--- src/design/cart_pkg.sv ---
// cartridge MBC shared definitions
// widths, mapper kinds, header and bank register bundles,
// header byte addresses and the RAM enable key

package cart_pkg;

	// ------------------------------
	// bus and store widths
	// ------------------------------

	// cpu side of the cartridge slot
	typedef logic [15:0] cpu_addr_t;
	typedef logic [7:0]  cpu_data_t;

	// external word-wide ROM store
	typedef logic [23:0] rom_word_addr_t;
	typedef logic [15:0] rom_word_t;

	// download byte address, bit 0 picks the byte in a word
	typedef logic [24:0] dl_addr_t;

	// bank numbers
	typedef logic [6:0] rom_bank_t;
	typedef logic [1:0] ram_bank_t;

	// on-chip cartridge RAM, up to 4 banks of 8 KB
	typedef logic [14:0] cram_addr_t;

	// ------------------------------
	// mapper kinds
	// ------------------------------
	typedef enum logic [2:0] {
		MAP_NONE,
		MAP_MBC1,
		MAP_MBC2,
		MAP_MBC3,
		MAP_MBC5
	} mapper_kind_t;

	// decoded cartridge header
	typedef struct packed {
		mapper_kind_t kind;
		rom_bank_t    rom_mask;
		ram_bank_t    ram_mask;
	} cart_info_t;

	// cpu written bank registers
	typedef struct packed {
		rom_bank_t rom_bank;
		ram_bank_t ram_bank;
		logic      mbc1_mode;
		logic      ram_enable;
	} bank_regs_t;

	// ------------------------------
	// header bytes and keys
	// ------------------------------

	// cartridge type byte, sits in the upper half of word 0x146
	localparam dl_addr_t HDR_MBC_ADDR = 25'h000146;
	// ROM size in the low byte, RAM size in the high byte
	localparam dl_addr_t HDR_SIZE_ADDR = 25'h000148;

	// low nibble written to 0000-1FFF that opens the RAM
	localparam logic [3:0] RAM_ENABLE_KEY = 4'hA;

endpackage

--- src/design/cart_header_capture.sv ---
// cartridge header capture
// snoops download writes for the type and size bytes and
// decodes them into the mapper kind and the bank masks

`timescale 1ns/10ps

module cart_header_capture (
	input  logic                   clk_sys,
	input  logic                   reset,
	input  logic                   dl_active,
	input  logic                   dl_wr,
	input  cart_pkg::dl_addr_t     dl_addr,
	input  cart_pkg::rom_word_t    dl_data,
	output cart_pkg::cart_info_t   cart_info
);

	cart_pkg::cpu_data_t mbc_type;
	cart_pkg::cpu_data_t rom_size;
	cart_pkg::cpu_data_t ram_size;

	// header bytes arrive as words, byte order little endian
	always_ff @(posedge clk_sys) begin
		if (reset) begin
			mbc_type <= '0;
			rom_size <= '0;
			ram_size <= '0;
		end else if (dl_active && dl_wr) begin
			if (dl_addr == cart_pkg::HDR_MBC_ADDR)
				mbc_type <= dl_data[15:8];
			if (dl_addr == cart_pkg::HDR_SIZE_ADDR)
				{ram_size, rom_size} <= dl_data;
		end
	end

	// ------------------------------
	// decode
	// ------------------------------
	always_comb begin
		case (mbc_type) inside
			[8'd1:8'd3]:   cart_info.kind = cart_pkg::MAP_MBC1;
			[8'd5:8'd6]:   cart_info.kind = cart_pkg::MAP_MBC2;
			[8'd15:8'd19]: cart_info.kind = cart_pkg::MAP_MBC3;
			[8'd25:8'd30]: cart_info.kind = cart_pkg::MAP_MBC5;
			default:       cart_info.kind = cart_pkg::MAP_NONE;
		endcase

		// banks minus one, odd sizes mirror through the gaps
		case (rom_size)
			8'h00:   cart_info.rom_mask = 7'h01;
			8'h01:   cart_info.rom_mask = 7'h03;
			8'h02:   cart_info.rom_mask = 7'h07;
			8'h03:   cart_info.rom_mask = 7'h0F;
			8'h04:   cart_info.rom_mask = 7'h1F;
			8'h05:   cart_info.rom_mask = 7'h3F;
			8'h06:   cart_info.rom_mask = 7'h7F;
			8'h52:   cart_info.rom_mask = 7'h47;
			8'h53:   cart_info.rom_mask = 7'h4F;
			default: cart_info.rom_mask = 7'h5F;
		endcase

		// only the 32 KB RAM is banked
		cart_info.ram_mask = (ram_size >= 8'd3) ? 2'b11 : 2'b00;
	end

endmodule

--- config.mk ---
export PLATFORM = sky130hd
export DESIGN_NAME = cart_header_capture
export DESIGN_NICKNAME = d
export VERILOG_FILES = /design/src/design/cart_pkg.sv /design/src/design/cart_header_capture.sv
export SDC_FILE = /design/constraint.sdc
export NUM_CORES = 1
export LEC_CHECK = 0
export BUFFER_PORTS_ARGS = -buffer_cell sky130_fd_sc_hd__buf_2
export CAP_MARGIN = 40
export CORE_MARGIN = 10
export CORE_UTILIZATION = 49
export CTS_BUF_LIST = sky130_fd_sc_hd__clkbuf_4 sky130_fd_sc_hd__clkbuf_8
export CTS_CLUSTER_DIAMETER = 40
export DETAILED_ROUTE_END_ITERATION = 12
export PLACE_DENSITY = 0.93
export RECOVER_POWER = 100
export SYNTH_ARGS = -nofsm -noshare
export SYNTH_HDL_FRONTEND = slang
export SYNTH_SLANG_ARGS = --single-unit
--- constraint.sdc ---
create_clock -name clk_sys -period 1.7 [get_ports clk_sys]
set_clock_uncertainty 0.2 [all_clocks]
set_input_delay 0.17 -clock clk_sys [delete_from_list [all_inputs] [get_ports clk_sys]]
set_output_delay 0.17 -clock clk_sys [all_outputs]
set_load 0.02 [all_outputs]
---- Word-level counts from Yosys, hierarchy flattened ----
Cells that the tools add are included.
word-level totals
  bits in registers ....................... 24
  RAM bits ................................ 0
  output and inout bits ................... 12
  latch bits .............................. 0
  memories kept ........................... 0
  bits in read-only memories .............. 0
  word-level logic and storage cells ...... 36
cells by class
  eq/ne operators ......................... 10
  bitwise operators ....................... 0
  shifts and indexed selects .............. 0
  magnitude comparators ................... 9
  multiplexer cells ....................... 6
  reductions and logical operators ........ 8
  divide/modulo/power cells ............... 0
  multiply operators ...................... 0
  add/subtract/negate cells ............... 0
operators with widths
  operator                                                            count
  one-hot mux 7 bit (9 select lines)                                  1
  equality test 25 x 9 -> 1 bit (second input constant)               2
  equality test 8 x 3 -> 1 bit (second input constant)                3
  equality test 8 x 2 -> 1 bit (second input constant)                2
  equality test 8 x 7 -> 1 bit (second input constant)                2
  less-or-equal comparator 8 x 5 -> 1 bit (second input constant)     2
  2-to-1 mux 3 bit                                                    4
  equality test 8 x 1 -> 1 bit (second input constant)                1
  greater-or-equal comparator 8 x 1 -> 1 bit (second input constant)  1
  greater-or-equal comparator 8 x 2 -> 1 bit (second input constant)  1
  greater-or-equal comparator 8 x 3 -> 1 bit (second input constant)  1
  greater-or-equal comparator 8 x 4 -> 1 bit (second input constant)  1
  greater-or-equal comparator 8 x 5 -> 1 bit (second input constant)  1
  less-or-equal comparator 8 x 2 -> 1 bit (second input constant)     1
  less-or-equal comparator 8 x 3 -> 1 bit (second input constant)     1
  zero test 8 bit                                                     1
  logical AND 1 bit                                                   5
  AND reduction 2 bit                                                 2
  2-to-1 mux 2 bit                                                    1

---- Depth between registers and ports, before layout ----
  depth in word-level cells ............... 6
  depth in mapped cells ................... 6
  mapped depth without buffers ............ 4

---- Worst setup path after synthesis ----
Ideal clock, no wire load.
  kind .................................... register to output
  start ................................... reg mbc_type[5]
  end ..................................... out cart_info[11] (netlist bit)
  arrival time ............................ 1.416 ns
  path slack .............................. -0.086 ns
  path buffers ............................ 0
  stages on the path, launching flop included .. 3
  cells stage by stage .................... dfxtp_1 or3_1 nor4_1
RTL lines
  item                    line                       source
  start, declared         cart_header_capture.sv:17  cart_pkg::cpu_data_t mbc_type;
  start signal, assigned  cart_header_capture.sv:29  mbc_type <= dl_data[15:8];
  end, declared           cart_header_capture.sv:14  output cart_pkg::cart_info_t cart_info

==> metrics.txt <==
outcome=finished with violations; failing checks=setup timing; RePlAce Congestion=between 0.7 and 0.8; reg2reg path depth=2; Worst path slowest cell=dfxtp_2; synth warn=0; WP data arrival=between 1500 and 2000 ps; Overall Global Routing Usage=16.2%; Seq/Total Area, Yosys=36.9%; Post-Syn Instances=between 150 and 200; initial antenna violation count=0; number of synthesized flops with an enable pin=0; flops & latches, synth=24; dpl hpwl=2.82 mm; Total Nets Final=274; total power=0.00109 W; hold depth=2; Row Count=18; DRT Pass-1 Iters=4; DRC Markers=0; Synthesized Nets=202; worst skew pair latency=310 ps; layout cells sized above 1=43.0%; Max VDD drop=between 0.0005 and 0.0006 V; Final period util=120%; CP cell instances=nor3_4 > nand2_2 > or3_4 > or2_1 > buf_6; Worst setup EP type=output pin; clk sink count=24; CTS H-Tree Depth=1; filler cell count=157; largest net degree at the start of global routing=25; Reg clk slew, reported paths=140 ps; RSZ-0062 raised after global routing=true; Pwr Density=around 560 mW/mm2; Initial Util=between 50% and 60%; Synth cell types=33; die height=71.6 um; fin area=0.00197 mm2; routed len/inst=18.5 um; Vias=1,613; Antenna Nets Post-Route=0; commonest non-fill, non-tap cell in the layout=buf_2; final setup fails=9; post-DR vias/cell=approximately 6.3; most frequent cells in the layout=buf_2, o21ai_0, nand4_1; CTS tree=done; dpl cell area=between 0.0015 and 0.002 mm2; Final Hold Vio Count=0; worst hold path type=primary input to register; slew margin rel.=66.6%; async set-or-reset flop fraction in the synthesized netlist=0%; syn avg cell area=8.30 um2; DIE AREA=0.00512 mm2; Slew @ Worst Pin=501 ps; I/O pins=57; P_leak=0.782 nW; vias in the first global route=1,543; Startpoint Class=register; global-route wire length before repair=7.04 mm; DR iter-0 viols=185; Slew Limit Fails=0; clock buffer depth=2; setup ws final=-345 ps; max cap viols=0; Crit path required time=1330 ps; routed wire length=4.77 mm; area grow syn2layout=50.8%; CP Class=register to output pin; DIE WIDTH=71.6 um; I/O Buffers=55; Worst Path Max Fanout=2; clock root cell=clkbuf_4; global route overflow=0; ANT cells=0; minimum clock period=2050 ps; setup total negative slack=-1250 ps; Main synth FF type=dfxtp_1; core area=0.00250 mm2; Worst path max stage delay=~370 ps; Num CTS Buffers=3; Cell Area, Synth=0.00130 mm2; FMAX=slightly below 0.5 GHz
-- stage by stage --
step,setup slack (ps),hold WS [ps],std cells,util (%)
2_1_floorplan,47.5,39.1,157,-
3_3_place_gp,38.2,236,234,64.1
3_5_place_dp,-33.3,236,234,64.1
4_1_cts,-334,71.0,255,74.5
5_1_grt,-428,83.7,258,78.6
6_report,-345,79.5,258,78.6
-- cell families (layout without fill, tap and decap cells) --
family	count (synthesis)	in the layout	synth area share [%]
flops	24	24	36.9
compound gates	57	57	22.7
simple gates	58	58	30.9
other cells	1	1	0.288
xor+xnor	2	2	1.34
buf+inv	15	86	7.87
-- cell usage after synthesis, types with 2 or more instances --
| library cell | count | area, um2 |
|---|---|---|
| a21o_1 | 2 | 15.0 |
| a21oi_1 | 26 | 130 |
| buf_4 | 4 | 30.0 |
| buf_6 | 4 | 45.0 |
| clkbuf_1 | 6 | 22.5 |
| dfxtp_1 | 24 | 480 |
| nand2_1 | 4 | 15.0 |
| nand3_1 | 3 | 15.0 |
| nand4_1 | 25 | 156 |
| nor2_1 | 4 | 15.0 |
| nor3_1 | 2 | 10.0 |
| nor4_1 | 2 | 12.5 |
| nor4_2 | 3 | 37.5 |
| nor4b_2 | 2 | 30.0 |
| o21ai_0 | 27 | 135 |
| or3_1 | 2 | 12.5 |
-- final cells by class --
cell class              count  area [um2]  share of cell area, %
clock inverters             1        30.0                   1.53
well taps                  30        37.5                   1.91
repair buffers             82         574                   29.2
multi-input cells         118         801                   40.7
clock buffers               3        22.5                   1.15
flip-flops and latches     24         500                   25.5
-- registers in the layout (all words and copies together), names as in the netlist --
register and count:
rom_size 8, mbc_type 8, ram_size 8
-- where the power goes --
| part | internal [W] | leakage [nW] | switching [W] |
|---|---|---|---|
| clock network | 0.000239 | 0.0279 | 0.000176 |
| logic | 0.0000700 | 0.555 | 0.0000498 |
| registers | 0.000557 | 0.199 | 0.00000000000731 |
-- worst paths after layout --
check	from	end	slack (ps)
max	rom_size[3]$_SDFFE_PP0P_	cart_info[3]	-350
min	reset	rom_size[0]$_SDFFE_PP0P_	80
max reg2reg	rom_size[1]$_SDFFE_PP0P_	rom_size[1]$_SDFFE_PP0P_	690
min reg2reg	ram_size[2]$_SDFFE_PP0P_	ram_size[2]$_SDFFE_PP0P_	290
-- layer usage --
layer	vias up	routed length [um]	track usage [%]
met2	106	2260	27.5
met4	0	78	5.16
met1	758	1930	18.9
met3	10	503	4.82
li1	739	-	-
met5	-	0	0
-- worst max-delay path: cells and delay by family (launching register included) --
family	cells	cell delay, ps
and+or+nand+nor	4	850
DFF	1	370
buffers and inverters	1	130
-- timing repair --
| item | in CTS | in global routing |
|---|---|---|
| pin swaps | 6 | 4 |
| hold buffers | 16 | 0 |
| hold endpoints to repair | 24 | 0 |
| resized for setup | 15 | 30 |
| buffers inserted | 3 | 5 |
| endpoints found under the setup margin | 8 | 9 |
No activity file was read; power rests on OpenSTA's default activity.
