===== config.mk =====
export PLATFORM = sky130hd
export DESIGN_NAME = cart_bus_arbiter
export DESIGN_NICKNAME = d
export VERILOG_FILES = /design/src/design/cart_pkg.sv /design/src/design/cart_bus_arbiter.sv
export SDC_FILE = /design/constraint.sdc
export NUM_CORES = 1
export LEC_CHECK = 0
export BUFFER_PORTS_ARGS = -buffer_cell sky130_fd_sc_hd__clkbuf_2
export CORE_AREA = 2 2 75 77
export CTS_CLUSTER_SIZE = 30
export DETAILED_ROUTE_END_ITERATION = 6
export DIE_AREA = 0 0 77 79
export HOLD_SLACK_MARGIN = 0.02
export PLACE_DENSITY = 0.76
export SLEW_MARGIN = 10
export SYNTH_ARGS = -nofsm -noshare
export SYNTH_HDL_FRONTEND = slang
export SYNTH_SLANG_ARGS = --single-unit

===== constraint.sdc =====
create_clock -name clk_sys -period 1 [get_ports clk_sys]
set_input_delay 0.15 -clock clk_sys [delete_from_list [all_inputs] [get_ports clk_sys]]
set_output_delay 0.15 -clock clk_sys [all_outputs]
set_load 0.02 [all_outputs]

===== src/design/cart_pkg.sv =====
// cartridge MBC shared definitions
// widths, mapper kinds, header and bank register bundles,
// header byte addresses and the RAM enable key

package cart_pkg;

	// ------------------------------
	// bus and store widths
	// ------------------------------

	// cpu side of the cartridge slot
	typedef logic [15:0] cpu_addr_t;
	typedef logic [7:0]  cpu_data_t;

	// external word-wide ROM store
	typedef logic [23:0] rom_word_addr_t;
	typedef logic [15:0] rom_word_t;

	// download byte address, bit 0 picks the byte in a word
	typedef logic [24:0] dl_addr_t;

	// bank numbers
	typedef logic [6:0] rom_bank_t;
	typedef logic [1:0] ram_bank_t;

	// on-chip cartridge RAM, up to 4 banks of 8 KB
	typedef logic [14:0] cram_addr_t;

	// ------------------------------
	// mapper kinds
	// ------------------------------
	typedef enum logic [2:0] {
		MAP_NONE,
		MAP_MBC1,
		MAP_MBC2,
		MAP_MBC3,
		MAP_MBC5
	} mapper_kind_t;

	// decoded cartridge header
	typedef struct packed {
		mapper_kind_t kind;
		rom_bank_t    rom_mask;
		ram_bank_t    ram_mask;
	} cart_info_t;

	// cpu written bank registers
	typedef struct packed {
		rom_bank_t rom_bank;
		ram_bank_t ram_bank;
		logic      mbc1_mode;
		logic      ram_enable;
	} bank_regs_t;

	// ------------------------------
	// header bytes and keys
	// ------------------------------

	// cartridge type byte, sits in the upper half of word 0x146
	localparam dl_addr_t HDR_MBC_ADDR = 25'h000146;
	// ROM size in the low byte, RAM size in the high byte
	localparam dl_addr_t HDR_SIZE_ADDR = 25'h000148;

	// low nibble written to 0000-1FFF that opens the RAM
	localparam logic [3:0] RAM_ENABLE_KEY = 4'hA;

endpackage


===== src/design/cart_bus_arbiter.sv =====
// cartridge bus arbiter
// sequences download writes into the ROM store, drives the store
// port from the download or the cpu, and picks the cpu read byte

`timescale 1ns/10ps

module cart_bus_arbiter (
	input  logic                     clk_sys,
	input  logic                     reset,
	input  logic                     ce_cpu,
	input  logic                     dl_active,
	input  logic                     dl_wr,
	input  cart_pkg::dl_addr_t       dl_addr,
	input  cart_pkg::rom_word_t      dl_data,
	input  cart_pkg::cpu_addr_t      cart_addr,
	input  logic                     cart_rd,
	input  cart_pkg::rom_word_addr_t cpu_rom_addr,
	input  cart_pkg::cpu_data_t      cram_do,
	input  logic                     cram_sel,
	input  cart_pkg::rom_word_t      rom_q,
	output logic                     dl_wait,
	output cart_pkg::rom_word_addr_t rom_addr,
	output cart_pkg::rom_word_t      rom_din,
	output logic                     rom_we,
	output logic                     rom_rd,
	output logic [1:0]               rom_ds,
	output cart_pkg::cpu_data_t      cart_do
);

	logic                     dn_write;
	logic                     cart_ready;
	cart_pkg::rom_word_addr_t dl_word_addr;
	cart_pkg::rom_word_t      dl_word;

	// ------------------------------
	// download write sequence
	// ------------------------------

	// wait rises after dl_wr, arms on one ce_cpu, writes on the next
	always_ff @(posedge clk_sys) begin
		if (reset) begin
			dl_wait    <= 1'b0;
			dn_write   <= 1'b0;
			cart_ready <= 1'b0;
		end else begin
			if (dl_wr)
				dl_wait <= 1'b1;
			if (ce_cpu) begin
				dn_write <= dl_wait;
				if (dn_write) begin
					dl_wait    <= 1'b0;
					dn_write   <= 1'b0;
					cart_ready <= 1'b1;
				end
			end
		end
	end

	// hold the word so the host may move on once dl_wr is seen
	always_ff @(posedge clk_sys) begin
		if (dl_wr) begin
			dl_word_addr <= dl_addr[24:1];
			dl_word      <= dl_data;
		end
	end

	assign rom_we = dl_active & dn_write & ce_cpu;

	// ------------------------------
	// store port
	// ------------------------------
	assign rom_addr = dl_active ? dl_word_addr : cpu_rom_addr;
	assign rom_din  = dl_active ? dl_word : 16'h0000;
	// whole words on download, one byte lane for the cpu
	assign rom_ds   = dl_active ? 2'b11 : {cart_addr[0], ~cart_addr[0]};
	// cartridge RAM reads keep the store idle
	assign rom_rd   = ~dl_active & cart_rd & ~cram_sel;

	// nothing valid until the first word has landed
	always_comb begin
		if (!cart_ready)
			cart_do = 8'h00;
		else if (cram_sel)
			cart_do = cram_do;
		else if (cart_addr[0])
			cart_do = rom_q[15:8];
		else
			cart_do = rom_q[7:0];
	end

endmodule


### Word level (Yosys, flattened, before mapping)

Index checks and enable logic that the tools add are counted.

* multiplexer cells: 10
* bitwise operators: 7
* reduce and logical (&&, ||, !) cells: 1

Operator list (number)
* 2-to-1 mux 24 bit: 1
* 2-to-1 mux 8 bit: 3
* 2-to-1 mux 16 bit: 1
* AND 1 bit: 4
* 2-to-1 mux 1 bit: 4
* NOT 1 bit: 3
* 2-to-1 mux 2 bit: 1
* AND reduction 2 bit: 1

* register bits: 43
* input port bits: 112
* word-level logic and storage cells: 23

### Logic depth before layout (Yosys ltp)

* depth after elaboration: 3
* depth in mapped cells: 3

### Least setup slack after synthesis

Ideal clock, no wire load.

* kind: in2out
* start point: input port dl_active
* end point: output port rom_rd
* arrival: 1.000 ns
* required time: 0.850 ns
* setup slack: -0.150 ns
* stages: 3
* path through: buf_2 clkbuf_1 nor3b_1

* longest elaborated chain between the ends: 3

RTL lines
* from (decl): RTL line cart_bus_arbiter.sv:11 `input logic dl_active,`
* NOT 1 bit: RTL line cart_bus_arbiter.sv:77 `assign rom_rd = ~dl_active & cart_rd & ~cram_sel;`
* AND 1 bit (2 in a row): RTL line cart_bus_arbiter.sv:77
* to (decl): RTL line cart_bus_arbiter.sv:25 `output logic rom_rd,`

No other way between the ends.

### Worst setup path after layout

* start point: register dl_word_addr[5]
* end point: output port rom_addr[5]

* longest elaborated chain between the ends: 1

RTL lines
* from (decl): RTL line cart_bus_arbiter.sv:32 `cart_pkg::rom_word_addr_t dl_word_addr;`
* from (signal assigned): RTL line cart_bus_arbiter.sv:62 `dl_word_addr <= dl_addr[24:1];`
* 2-to-1 mux 24 bit: RTL line cart_bus_arbiter.sv:72 `assign rom_addr = dl_active ? dl_word_addr : cpu_rom_addr;`
* to (decl): RTL line cart_bus_arbiter.sv:22 `output cart_pkg::rom_word_addr_t rom_addr,`

No other way between the ends.

==> flow_metrics.env <==
export IMPL_pwr_share_seq_pct=41.7
export IMPL_p_int_mw=3.973
export IMPL_worstPathMaxFanout=1
export IMPL_track_usage_pct=19.02
export IMPL_grt_pass1_vias=1844
export IMPL_preCtsSetupSlack_ps=-293.4
export IMPL_worstMarginPinSlew_ps=362.7
export IMPL_yosysUniqueCellTypes=18
export IMPL_register_area_mm2=0.001267
export IMPL_die_w_um=77
export IMPL_num_antenna_cells=0
export IMPL_pwr_share_comb_pct=26.8
export IMPL_die_h_um=79
export IMPL_drv_cap=0
export IMPL_cts_tree="built"
export IMPL_period_share_pct=124.5
export IMPL_cts_made_buffers=5
export IMPL_dp_hpwl_mm=3.658
export IMPL_first_iter_violations=55
export IMPL_yosys_register_bits=43
export IMPL_outcome="finished with violations"
export IMPL_postSynthAreaPerCell_um2=15.90
export IMPL_grt_antenna_before_repair=0
export IMPL_maxSlewViolCount=0
export IMPL_design_core_area_mm2=0.005338
export IMPL_dieArea_mm2=0.006083
export IMPL_wirelength_mm=6.475
export IMPL_vias=1762
export IMPL_fin_setup_tns_ps=-8181
export IMPL_syn_nets=238
export IMPL_endpoint_kind="output pin"
export IMPL_path_clk_slew_ps=90
export IMPL_drt_pass1_iterations=4
export IMPL_postRouteAntennaNets=0
export IMPL_layout_commonest_cell="clkbuf_2"
export IMPL_clkPwrFrac_pct=31.6
export IMPL_port_buffers=148
export IMPL_irDropWorstVdd_uv=1372
export IMPL_grt_pass1_wl_mm=8.880
export IMPL_layout_nets=421
export IMPL_num_rows=27
export IMPL_drive_gt1_share_pct=71.61
export IMPL_clock_tree_buffer_depth=2
export IMPL_clock_fmax_ghz=0.8029
export IMPL_multi_input_area_um2=840.8
export IMPL_fin_crit_ps=1245
export IMPL_wl_per_cell_um=16.95
export IMPL_ios=165
export IMPL_cts_sinks=43
export IMPL_grt_start_max_net_pins=23
export IMPL_violations="setup timing"
export IMPL_powerDensity_mw_per_mm2=1298
export IMPL_cts_root_buf="clkbuf_8"
export IMPL_yosysSeqAreaShare_pct=62.96
export IMPL_cts_max_level=2
export IMPL_ys_warn_count=0
export IMPL_rsz0062_at_grt="true"
export IMPL_vias_per_cell=4.613
export IMPL_hold_viol=0
export IMPL_syn_to_final_growth_pct=99.75
export IMPL_layoutNonFillerInstCount=382
export IMPL_synth_cells=126
export IMPL_leakage_nw=1.922
export IMPL_gp_congestion=0.7242
export IMPL_start_util_pct=37.53
export IMPL_worstSetupStartpointType="flop"
export IMPL_synth_area_mm2=0.002003
export IMPL_crit_type="flop to output pin"
export IMPL_hold_path_class="primary input to flop"
export IMPL_clk_latency_ps=290
export IMPL_power_switching_mw=1.220
export IMPL_maxSlewHeadroom_pct=75.82
export IMPL_worst_slack_ps=-245.4
export IMPL_final_cell_mix="clkbuf_2 (93), edfxtp_1 (40), mux2_4 (31), buf_8 (27), dlygate4sd3_1 (26)"
export IMPL_num_fill_cells=334
export IMPL_skew_ps=2.231
export IMPL_setup_violations_final=50
export IMPL_remaining_drc_errors=0
export IMPL_overflow=0
export IMPL_crit_arrival_ps=1100
export IMPL_crit_required_ps=850
export IMPL_dp_cells=343
export IMPL_swShare_pct=23.50
cell usage after synthesis:
master	number	share of area, %
a211oi_1	1	0.37
a21oi_1	2	0.50
and2_1	16	5.0
and3_1	1	0.31
buf_2	2	0.50
buf_6	3	1.7
clkbuf_1	3	0.56
dfxtp_1	3	3.0
edfxtp_1	40	60
mux2_2	24	13
mux2_4	8	6.0
nand2b_1	9	2.8
nand3b_1	1	0.37
nor2_1	2	0.37
nor3b_1	1	0.37
o211a_1	8	4.0
or2_2	1	0.31
or2b_1	1	0.37
kinds of logic after synthesis:
logic type	Yosys count	share of synthesized area, %
AO/OA/AOI/OAI	11	4.872
buffers and inverters	8	2.748
flip-flops	43	62.96
multiplexers	32	19.49
AND/OR/NAND/NOR	32	9.932
layer usage:
layer / vias up / global-route usage (%) / wire length (um) / part of all wire (%)
met1: 834 / 21.43 / 2251 / 35
met4: 0 / 7.679 / 165 / 2.5
li1: 834 / - / - / -
met5: - / 0 / 0 / 0
met3: 13 / 4.659 / 381 / 5.9
met2: 81 / 34.65 / 3675 / 57
repair_timing:
item	in CTS	in global routing
hold endpoints to repair	14	12
gates cloned	3	1
gates resized for setup	94	109
hold buffers	14	12
pin swaps	16	2
endpoints found under the setup margin	52	51
buffers inserted	1	0
cell type report:
class                      instances  area share (%)
multi-input combinational         75           21.01
clock inverter                     3           1.782
timing repair buffer             184           41.56
sequential                        43           31.68
tap                               72           2.251
clock buffer                       5           1.720
sequential cells by signal (all words and copies together), names as in the netlist:
register	cells
dl_wait	1
dl_word	16
dn_write	1
cart_ready	1
dl_word_addr	24
power by group through the flow:
| stage | combinational (mW) | clock (mW) | sequential [mW] |
|---|---|---|---|
| 3_5_place_dp | 0.846 | 0 | 2.20 |
| 5_1_grt | 1.46 | 1.77 | 2.18 |
| 4_1_cts | 1.12 | 1.69 | 2.16 |
| 2_1_floorplan | 0.456 | 0 | 2.18 |
| 6_report | 1.39 | 1.64 | 2.16 |
| 3_3_place_gp | 0.832 | 0 | 2.19 |
final timing paths:
path         slack [ps]  cells past startpoint                       from                        end
max reg2reg         200                      3      dn_write$_SDFFE_PP0P_      dn_write$_SDFFE_PP0P_
min                  30                      1                 dl_addr[2]  dl_word_addr[1]$_DFFE_PP_
min reg2reg         500                      2         dl_wait$_SDFF_PP0_      dn_write$_SDFFE_PP0P_
max                -250                      2  dl_word_addr[5]$_DFFE_PP_                rom_addr[5]
worst max-delay path, cell delays in order, from the launching register on:
cell and delay, ps:
edfxtp_1 400, mux2_4 280, buf_6 130
per-stage QoR:
| stage | total power, mW | utilization, % | hold slack [ps] | instance area (um2) |
|---|---|---|---|---|
| floorplan | 2.637 | - | 219.1 | 2023 |
| global placement | 3.024 | 53.84 | 326.9 | 2874 |
| detailed placement | 3.043 | 53.84 | 328.6 | 2874 |
| CTS | 4.964 | 67.89 | 20.13 | 3623 |
| global route | 5.406 | 74.96 | 20.81 | 4001 |
| finish | 5.193 | 74.96 | 29.87 | 4001 |
Note: power is estimated with default switching activity, not from simulation.
