===== config.mk =====
export PLATFORM = sky130hd
export DESIGN_NAME = rom_bank_mapper
export DESIGN_NICKNAME = d
export VERILOG_FILES = /design/src/design/cart_pkg.sv /design/src/design/rom_bank_mapper.sv
export SDC_FILE = /design/constraint.sdc
export NUM_CORES = 1
export LEC_CHECK = 0
export ABC_AREA = 1
export BUFFER_PORTS_ARGS = -buffer_cell sky130_fd_sc_hd__buf_4
export CORE_AREA = 2 2 39 41
export DETAILED_ROUTE_END_ITERATION = 6
export DIE_AREA = 0 0 41 43
export PLACE_DENSITY = 0.75
export SLEW_MARGIN = 10
export SYNTH_ARGS = -nofsm -noshare
export SYNTH_HDL_FRONTEND = slang
export SYNTH_SLANG_ARGS = --single-unit

===== constraint.sdc =====
create_clock -name vclk -period 0.8
set_input_delay 0.04 -clock vclk [all_inputs]
set_output_delay 0.04 -clock vclk [all_outputs]
set_load 0.005 [all_outputs]

===== src/design/cart_pkg.sv =====
// cartridge MBC shared definitions
// widths, mapper kinds, header and bank register bundles,
// header byte addresses and the RAM enable key

package cart_pkg;

	// ------------------------------
	// bus and store widths
	// ------------------------------

	// cpu side of the cartridge slot
	typedef logic [15:0] cpu_addr_t;
	typedef logic [7:0]  cpu_data_t;

	// external word-wide ROM store
	typedef logic [23:0] rom_word_addr_t;
	typedef logic [15:0] rom_word_t;

	// download byte address, bit 0 picks the byte in a word
	typedef logic [24:0] dl_addr_t;

	// bank numbers
	typedef logic [6:0] rom_bank_t;
	typedef logic [1:0] ram_bank_t;

	// on-chip cartridge RAM, up to 4 banks of 8 KB
	typedef logic [14:0] cram_addr_t;

	// ------------------------------
	// mapper kinds
	// ------------------------------
	typedef enum logic [2:0] {
		MAP_NONE,
		MAP_MBC1,
		MAP_MBC2,
		MAP_MBC3,
		MAP_MBC5
	} mapper_kind_t;

	// decoded cartridge header
	typedef struct packed {
		mapper_kind_t kind;
		rom_bank_t    rom_mask;
		ram_bank_t    ram_mask;
	} cart_info_t;

	// cpu written bank registers
	typedef struct packed {
		rom_bank_t rom_bank;
		ram_bank_t ram_bank;
		logic      mbc1_mode;
		logic      ram_enable;
	} bank_regs_t;

	// ------------------------------
	// header bytes and keys
	// ------------------------------

	// cartridge type byte, sits in the upper half of word 0x146
	localparam dl_addr_t HDR_MBC_ADDR = 25'h000146;
	// ROM size in the low byte, RAM size in the high byte
	localparam dl_addr_t HDR_SIZE_ADDR = 25'h000148;

	// low nibble written to 0000-1FFF that opens the RAM
	localparam logic [3:0] RAM_ENABLE_KEY = 4'hA;

endpackage


===== src/design/rom_bank_mapper.sv =====
// ROM bank mapper
// turns a cpu address into a word address in the ROM store,
// using the mapper kind, the ROM mask and the bank registers

`timescale 1ns/10ps

module rom_bank_mapper (
	input  cart_pkg::cpu_addr_t      cart_addr,
	input  cart_pkg::cart_info_t     cart_info,
	input  cart_pkg::bank_regs_t     bank_regs,
	output cart_pkg::rom_word_addr_t cpu_rom_addr
);

	cart_pkg::rom_bank_t bank_sel;
	cart_pkg::rom_bank_t eff_bank;
	logic [8:0]          bank_field;

	// MBC1 mode 0 lends the RAM bank bits to the ROM bank
	always_comb begin
		bank_sel = bank_regs.rom_bank;
		if (cart_info.kind == cart_pkg::MAP_MBC1 && !bank_regs.mbc1_mode)
			bank_sel[6:5] = bank_regs.ram_bank;
	end

	// mask so small ROMs mirror
	assign eff_bank = bank_sel & cart_info.rom_mask;

	// 16 KB bank field above the 8 KB offset
	always_comb begin
		if (cart_info.kind == cart_pkg::MAP_NONE)
			// plain 32 KB cart, linear
			bank_field = {7'd0, cart_addr[14:13]};
		else if (cart_addr[15:14] == 2'b00)
			// fixed bank 0
			bank_field = {8'd0, cart_addr[13]};
		else if (cart_addr[15:14] == 2'b01)
			// switchable window
			bank_field = {1'b0, eff_bank, cart_addr[13]};
		else
			bank_field = '0;
	end

	// word address, byte select comes from cart_addr[0]
	assign cpu_rom_addr = {3'b000, bank_field, cart_addr[12:1]};

endmodule


# Word level (Yosys, flattened, before mapping)
# Cells that the tools add are included.
# word_totals
reg_bits	0
input_bits	39
out_inout_bits	24
wordCells	11
# classes
n_eq_ne	2
n_mux	4
n_bitwise	1
n_reduce_logical	4
# ops
op	n
$mux W8	3
$and A7 B7 Y7	1
$eq A3 B1 Y1 const B	1
$logic_not A3 Y1	1
$eq A2 B1 Y1 const B	1
$logic_not A2 Y1	1
$mux W2	1
$logic_and A1 B1 Y1	1
$logic_not A1 Y1	1

# Logic depth before layout (Yosys ltp)
# Gate-level depths: netlist of the first run.
# logic_depth
ltp_word	7
depth_mapped	6
depth_no_buf	6

# Least setup slack after synthesis of the first run
# No wires, ideal clock.
# synth_timing
path_kind	input port to output port
start	input cart_addr[14]
end	output cpu_rom_addr[18]
arrival_ns	0.422
t_required_ns	0.760
path_slack_ns	0.338
path_stages	4
path_buffers	0
path_cell_list	inv_1 > nor2_2 > nand3_1 > nor2_1
# synth_between
elab_chain_cells	4
elab_cells_between_ends	5
classes_between	eq/ne (1); mux (3); reduce/logical (1)
# synth_lines
item	line_no	text
start, declared	rom_bank_mapper.sv:8	input cart_pkg::cpu_addr_t cart_addr,
$eq A2 B1 Y1	rom_bank_mapper.sv:36	else if (cart_addr[15:14] == 2'b01)
$mux W8	rom_bank_mapper.sv:36	
$mux W8 (*)	rom_bank_mapper.sv:33	else if (cart_addr[15:14] == 2'b00)
$mux W8 (*)	rom_bank_mapper.sv:30	if (cart_info.kind == cart_pkg::MAP_NONE)
end, declared	rom_bank_mapper.sv:11	output cart_pkg::rom_word_addr_t cpu_rom_addr
# Mark *: on every way between the ends. The rest lies on a longest branch, timed or not.

# Final worst setup path of the first run
# layout_timing
start	input cart_info[10] in the netlist's numbering
end	output cpu_rom_addr[18]
# layout_between
elab_chain_cells	7
elab_cells_between_ends	8
classes_between	eq/ne (1); mux (4); bitwise (1); reduce/logical (2)
# layout_lines
item	line_no	text
start, declared	rom_bank_mapper.sv:9	input cart_pkg::cart_info_t cart_info,
$eq A3 B1 Y1	rom_bank_mapper.sv:21	if (cart_info.kind == cart_pkg::MAP_MBC1 && !bank_regs.mbc1_mode)
$logic_and A1 B1 Y1	rom_bank_mapper.sv:21	
$mux W2	rom_bank_mapper.sv:21	
$and A7 B7 Y7	rom_bank_mapper.sv:26	assign eff_bank = bank_sel & cart_info.rom_mask;
$mux W8	rom_bank_mapper.sv:36	
$mux W8	rom_bank_mapper.sv:33	
$mux W8 (*)	rom_bank_mapper.sv:30	
# Marked as above.

==> results.yml, run 1 <==
logic_synthesis:
  synth-compound-area-share_pct: 4.44
  synth_area_sq_um: 282
  synth_top_area_share_pct: 42.7
  synth-simple-area-share_pct: 43.6
  ys_warn_count: 0
  avgSynthCellArea_sq_um: 5.63
  yosysSeqAreaShare_pct: 0
  synthCells: 50
  synth_fa_ha_area_share_pct: 0
  yosys.area.top_type: "buf_4"
  synth_top_family_by_area: "buffers and inverters"
  muxShareOfSynthArea_pct: 0
  synth_xor_area_share_pct: 0
  synth_area_leaders: "buf_4 (43%), nand2_1 (12%), nand3_1 (8.9%)"
  synth_cell_type_count: 12
hold_path:
  min_from: "cart_addr[12]"
  hold_path_class: "in2out"
floorplan:
  die_height_um: 43
  die_w_um: 41
  start_util_pct: 20.3
  rows: 14
  dieArea_sq_um: 1760
  coreArea_sq_um: 1380
  ios: 63
route:
  num_vias: 333
  wl_um: 700
  routed_via_density: 3.96
  firstDrtPassIters: 1
  drt.antenna.violating_nets: 0
  drc: 0
  dr.first_iter.drc_count: 0
  wl_per_cell_um: 8.33
layout:
  final_common_cell: "buf_4"
  final_layout_size_suffix_gt1_share_pct: 57.4
  nClkBuffers: 0
  n_fill_cell: 153
  multi_input_comb_area_sq_um: 150
  seqCellArea_sq_um: 0
  final_core_util_pct: 30.7
  diodes: 0
  seq_cell_count: 0
  syn2layout_area_growth_pct: 51.1
  layout_common_cells: "buf_4 (31), nand2_1 (9), nor2_1 (6)"
  design_area_sq_um: 425
  nets: 109
placed_design:
  placed_area_sq_um: 425
  gp_congestion: 0.696
  port_buffers: 31
  post-place-ws_ns: 0.0644
global_routing:
  overflow: 0
  grt_usage_pct: 7.09
  antenna_found_initial: 0
  grt_pass1_wl_um: 931
  grt_max_degree: 6
  grt_pass1_vias: 282
sta:
  period_share_pct: 90.5
  setup_viol: 0
  setup_tns_ns: 0
  hold_viol: 0
  fin_ws_ns: 0.0756
  clock.fmax_ghz: 1.38
  rsz0062_at_grt: "false"
  drv_slew: 0
  period_needed_ns: 0.724
clocking:
  ctsResizeCount: 0
  cts_setup_buffers: 0
  holdBufCountCts: 0
worst_setup_path:
  arrival_ns: 0.68
  startpoint: "cart_info[10]"
  critPathMaxFanout: 4
  criticalPathCategory: "in2out"
  start_kind: "primary input"
  cp-end-kind: "primary output"
  cp.required_ns: 0.76
pwr:
  switchingPower_uw: 63.7
  seqPwrFrac_pct: 0
  pwr-share-clk_pct: 0
  peakVddDrop_uv: 140
  powerDensity_nw_per_um2: 401
  internal_power_uw: 107
  combPwrFrac_pct: 100.0
  static-leakage-power_nw: 0.248
  sw_frac_of_total_pct: 37.3
flow_run:
  cap_violations: 0
outcome:
  status: "finished clean"
per-stage QoR:
| stage | hold WS [ns] | std cells | power [mW] |
|---|---|---|---|
| floorplan | 0.133 | 53 | 0.118 |
| global placement | 0.0800 | 84 | 0.170 |
| detailed placement | 0.0800 | 84 | 0.173 |
| CTS | 0.0800 | 84 | 0.173 |
| global route | 0.0800 | 84 | 0.191 |
| finish | 0.0800 | 84 | 0.171 |
power groups by stage:
stage | combinational [mW] | clock, mW | sequential [mW]
final | 0.171 | 0 | 0
after global routing | 0.191 | 0 | 0
after CTS | 0.173 | 0 | 0
after detailed placement | 0.173 | 0 | 0
after global placement | 0.170 | 0 | 0
after floorplan | 0.118 | 0 | 0
cells by family after synthesis:
family / count (synthesis)
compound gates: 2
buf+inv: 22
other cells: 1
simple gates: 25
critical path, stage by stage:
cell	delay [ns]
buf_4	0.12
nor2_4	0.13
nand2_1	0.08
nand2_1	0.06
nand2_1	0.05
nor2_1	0.09
buf_4	0.11
cell type report:
cell class	instances	share of cell area (%)
Timing Repair Buffer	31	54.7
Multi-Input combinational cell	31	35.3
Inverter	6	5.29
Tap cell	16	4.71
cells in the mapped netlist:
master / count
inv_1: 3
buf_4: 16
nand2_1: 9
o21ai_1: 1
a21boi_1: 1
nor2_4: 2
conb_1: 1
nor2_1: 6
nor2_2: 1
nand2_2: 2
nand3_1: 5
inv_2: 3
path summary, 6_finish.rpt:
kind | end | slack (ns) | cells past startpoint
setup / recovery | cpu_rom_addr[18] | 0.08 | 7
hold / removal | cpu_rom_addr[11] | 0.08 | 0
per-layer routing:
layer / vias up / global-route usage, % / share of wire (%) / wire [um]
li1: 168 / - / - / -
met1: 131 / 5.70 / 27 / 191
met2: 28 / 14.7 / 44 / 308
met3: 6 / 0.524 / 26 / 179
met4: 0 / 3.33 / 2.9 / 20
met5: - / 0 / 0 / 0
Note: power is estimated with default switching activity, not from simulation.
==> run 2: changes to the inputs <==
--- a/config.mk
+++ b/config.mk
@@ -7,10 +7,12 @@
 export LEC_CHECK = 0
 export ABC_AREA = 1
 export BUFFER_PORTS_ARGS = -buffer_cell sky130_fd_sc_hd__buf_4
-export CORE_AREA = 2 2 39 41
+export CELL_PAD_IN_SITES_DETAIL_PLACEMENT = 1
+export CELL_PAD_IN_SITES_GLOBAL_PLACEMENT = 1
+export CORE_MARGIN = 1
+export CORE_UTILIZATION = 12
 export DETAILED_ROUTE_END_ITERATION = 6
-export DIE_AREA = 0 0 41 43
-export PLACE_DENSITY = 0.75
+export PLACE_DENSITY_LB_ADDON = 0.1
 export SLEW_MARGIN = 10
 export SYNTH_ARGS = -nofsm -noshare
 export SYNTH_HDL_FRONTEND = slang
==> results.yml, run 2 (same netlist as run 1, synthesis figures left out) <==
worst_setup_path:
  cp.required_ns: 0.76
  cp-end-kind: "primary output"
  criticalPathCategory: "in2out"
  critPathMaxFanout: 5
  start_kind: "primary input"
  arrival_ns: 0.67
pwr:
  powerDensity_nw_per_um2: 393
  static-leakage-power_nw: 0.253
  peakVddDrop_uv: 152
flow_run:
  cap_violations: 0
floorplan:
  ios: 63
  die_w_um: 50.4
  coreArea_sq_um: 2210
  dieArea_sq_um: 2540
  die_height_um: 50.4
  rows: 17
  start_util_pct: 12.7
clocking:
  cts_setup_buffers: 0
  holdBufCountCts: 0
  ctsResizeCount: 0
global_routing:
  grt_max_degree: 6
  grt_usage_pct: 6.14
  grt_pass1_vias: 286
  antenna_found_initial: 0
  grt_pass1_wl_um: 1280
  overflow: 0
sta:
  hold_viol: 0
  rsz0062_at_grt: "true"
  hold_ws_ns: 0.0800
  drv_slew: 0
  period_needed_ns: 0.709
  setup_tns_ns: 0
  period_share_pct: 88.6
  setup_viol: 0
  clock.fmax_ghz: 1.41
route:
  dr.first_iter.drc_count: 0
  routed_via_density: 3.41
  firstDrtPassIters: 1
  num_vias: 327
  drt.antenna.violating_nets: 0
  drc: 0
  wl_per_cell_um: 8.43
  wl_um: 809
layout:
  layout_common_cells: "buf_4 (29), nand2_1 (8), nor2_1 (6)"
  nets: 109
  nClkBuffers: 0
  diodes: 0
  multi_input_comb_area_sq_um: 158
  syn2layout_area_growth_pct: 61.8
  final_common_cell: "buf_4"
  final_core_util_pct: 20.6
  seqCellArea_sq_um: 0
  n_fill_cell: 290
  seq_cell_count: 0
  final_layout_size_suffix_gt1_share_pct: 58.8
hold_path:
  hold_path_class: "in2out"
outcome:
  status: "finished clean"
placed_design:
  port_buffers: 31
  gp_congestion: 0.533
## run 2: cell counts in the layout (fill, tap and decap cells not counted)
No cell type changed its count.
## run 2: cell type report
| type | instances | area share [%] |
|---|---|---|
| well taps | 28 | 7.69 |
| multi-input cells | 31 | 34.6 |
| inverters | 6 | 4.95 |
| repair buffers | 31 | 52.7 |
## run 2: path summary, 6_finish.rpt
check,startpoint,end,slack (ns),cells past startpoint
max,cart_info[11],cpu_rom_addr[15],0.09,6
min,cart_addr[11],cpu_rom_addr[10],0.08,0
## run 2: per-layer routing
metal  track usage, %  wire length (um)  up-vias
met5                0                 0        -
met4             1.39                 0        0
met3             1.21               123        0
met2             10.4               367       23
met1             7.89               318      137
li1                 -                 -      167
## run 2: power by group
group / internal, mW / leakage, nW / switching [mW]
Sequential: 0 / 0 / 0
Clock: 0 / 0 / 0
Combinational: 0.111 / 0.253 / 0.0677
## run 2: stage by stage
stage | setup WS (ns) | instance area [sq um] | cells | power (mW)
after CTS | 0.0589 | 440 | 96 | 0.176
final | 0.0908 | 455 | 96 | 0.179
after global placement | 0.0564 | 440 | 96 | 0.174
after global routing | -0.0234 | 455 | 96 | 0.200
after detailed placement | 0.0593 | 440 | 96 | 0.175
after floorplan | 0.338 | 293 | 53 | 0.118
## run 2: worst max-delay path: stages
cell and delay, ns:
buf_6 0.09, nor2_4 0.14, nand2_2 0.11, nand2_2 0.11, nor2_1 0.05, buf_4 0.13
==> run 3: changes to the inputs <==
--- a/config.mk
+++ b/config.mk
@@ -5,12 +5,11 @@
 export SDC_FILE = /design/constraint.sdc
 export NUM_CORES = 1
 export LEC_CHECK = 0
-export ABC_AREA = 1
 export BUFFER_PORTS_ARGS = -buffer_cell sky130_fd_sc_hd__buf_4
 export CELL_PAD_IN_SITES_DETAIL_PLACEMENT = 1
 export CELL_PAD_IN_SITES_GLOBAL_PLACEMENT = 1
 export CORE_MARGIN = 1
-export CORE_UTILIZATION = 12
+export CORE_UTILIZATION = 11
 export DETAILED_ROUTE_END_ITERATION = 6
 export PLACE_DENSITY_LB_ADDON = 0.1
 export SLEW_MARGIN = 10
==> results.yml, run 3 <==
outcome:
  status: "finished, violations left"
  violations: "negative setup slack"
sta:
  period_needed_ns: 1.11
  hold_viol: 0
  fin_ws_ns: -0.308
  clock.fmax_ghz: 0.902
  setup_tns_ns: -1.78
  period_share_pct: 139
  setup_viol: 8
  rsz0062_at_grt: "true"
  drv_slew: 0
route:
  wl_um: 795
  drc: 0
  dr.first_iter.drc_count: 0
  routed_via_density: 3.66
  num_vias: 289
  drt.antenna.violating_nets: 0
  firstDrtPassIters: 1
  wl_per_cell_um: 10.1
layout:
  diodes: 0
  finalNonFillerCells: 79
  layout_common_cells: "buf_4 (23), buf_6 (10), and3_4 (4), conb_1 (4), and3_1 (2)"
  final_core_util_pct: 24.6
  syn2layout_area_growth_pct: 103
  nets: 93
  seq_cell_count: 0
  seqCellArea_sq_um: 0
  final_common_cell: "buf_4"
  final_layout_size_suffix_gt1_share_pct: 84.6
  nClkBuffers: 0
global_routing:
  grt_usage_pct: 6.51
  grt_pass1_vias: 292
  antenna_found_initial: 0
  grt_max_degree: 7
  overflow: 0
  grt_pass1_wl_um: 1320
floorplan:
  dieArea_sq_um: 2420
  die_height_um: 49.2
  ios: 63
  rows: 16
  coreArea_sq_um: 2020
  start_util_pct: 12.1
  die_w_um: 49.2
logic_synthesis:
  synth_top_area_share_pct: 49.0
  synth_cell_type_count: 11
  synthCells: 32
  avgSynthCellArea_sq_um: 7.66
  synth_area_leaders: "buf_4 (49%), and3_1 (15%), mux2_1 (9.2%)"
  synth_area_sq_um: 245
  netlist_top_cells_count: "buf_4 (16), and3_1 (6), mux2_1 (2)"
  yosysSeqAreaShare_pct: 0
  yosysMostFrequentCell: "buf_4"
  ys_warn_count: 0
  yosys.area.top_type: "buf_4"
worst_setup_path:
  arrival_ns: 1.07
  cp_num_buf_inv: 2
  criticalPathCategory: "in2out"
  path_cells: "buf_6 > nor4b_4 > mux2_1 > and3_1 > buf_4"
  critPathMaxFanout: 2
  cp.required_ns: 0.76
  crit_slowest_cell: "mux2_1"
  path_delay_family: "simple AND/OR/NAND/NOR gates"
  start_kind: "primary input"
  slowest_delay_ns: 0.35
  cp-end-kind: "primary output"
flow_run:
  cap_violations: 0
hold_path:
  hold_path_class: "in2out"
clocking:
  holdBufCountCts: 0
  cts_setup_buffers: 0
placed_design:
  placed_cells: 79
  post-place-ws_ns: -0.334
  hpwlAfterDp_um: 717
  gp_congestion: 0.587
  port_buffers: 31
pwr:
  static-leakage-power_nw: 0.253
  fin_total_pwr_uw: 189
  peakVddDrop_uv: 129
  powerDensity_nw_per_um2: 379
-- run 3: metal layers --
metal	up-vias	wire [um]	GRT usage [%]
met5	-	0	0
met4	0	0	0
met3	0	211	4.67
met2	39	363	11.6
met1	121	220	6.41
li1	129	-	-
-- run 3: power by group --
part           internal (mW)  switching, mW  total [mW]  leakage [nW]
combinational          0.137         0.0521       0.189         0.253
clock                      0              0           0             0
sequential                 0              0           0             0
total                  0.137         0.0521       0.189         0.253
-- run 3: area by class of cell --
type                       instances  area, sq um
fill                             250         1520
timing repair buffer              33          285
multi-input combinational         19          179
tap                               27         33.8
-- run 3: stage by stage --
step                hold WS, ns  cell area (sq um)
global route             0.0800                498
finish                   0.0800                498
detailed placement       0.0800                447
global placement         0.0800                447
CTS                      0.0800                477
floorplan                 0.156                285
-- run 3: path summary, 6_finish.rpt --
check               startpoint          endpoint  slack (ns)  cells after the start
hold / removal    cart_addr[5]   cpu_rom_addr[4]        0.08                      0
setup / recovery  bank_regs[1]  cpu_rom_addr[18]       -0.31                      5
-- run 3: cell families after synthesis --
| group | after synthesis | synth area share [%] |
|---|---|---|
| mux | 2 | 9.18 |
| other cells | 1 | 1.53 |
| simple gates | 11 | 35.2 |
| compound gates | 2 | 5.10 |
| buf+inv | 16 | 49.0 |
-- run 3: repair_timing --
item | 4_1_cts | 5_1_grt
cloned | 0 | 0
endpoints found under the setup margin | 8 | 8
pin swaps | 4 | 3
gates resized for setup | 10 | 6
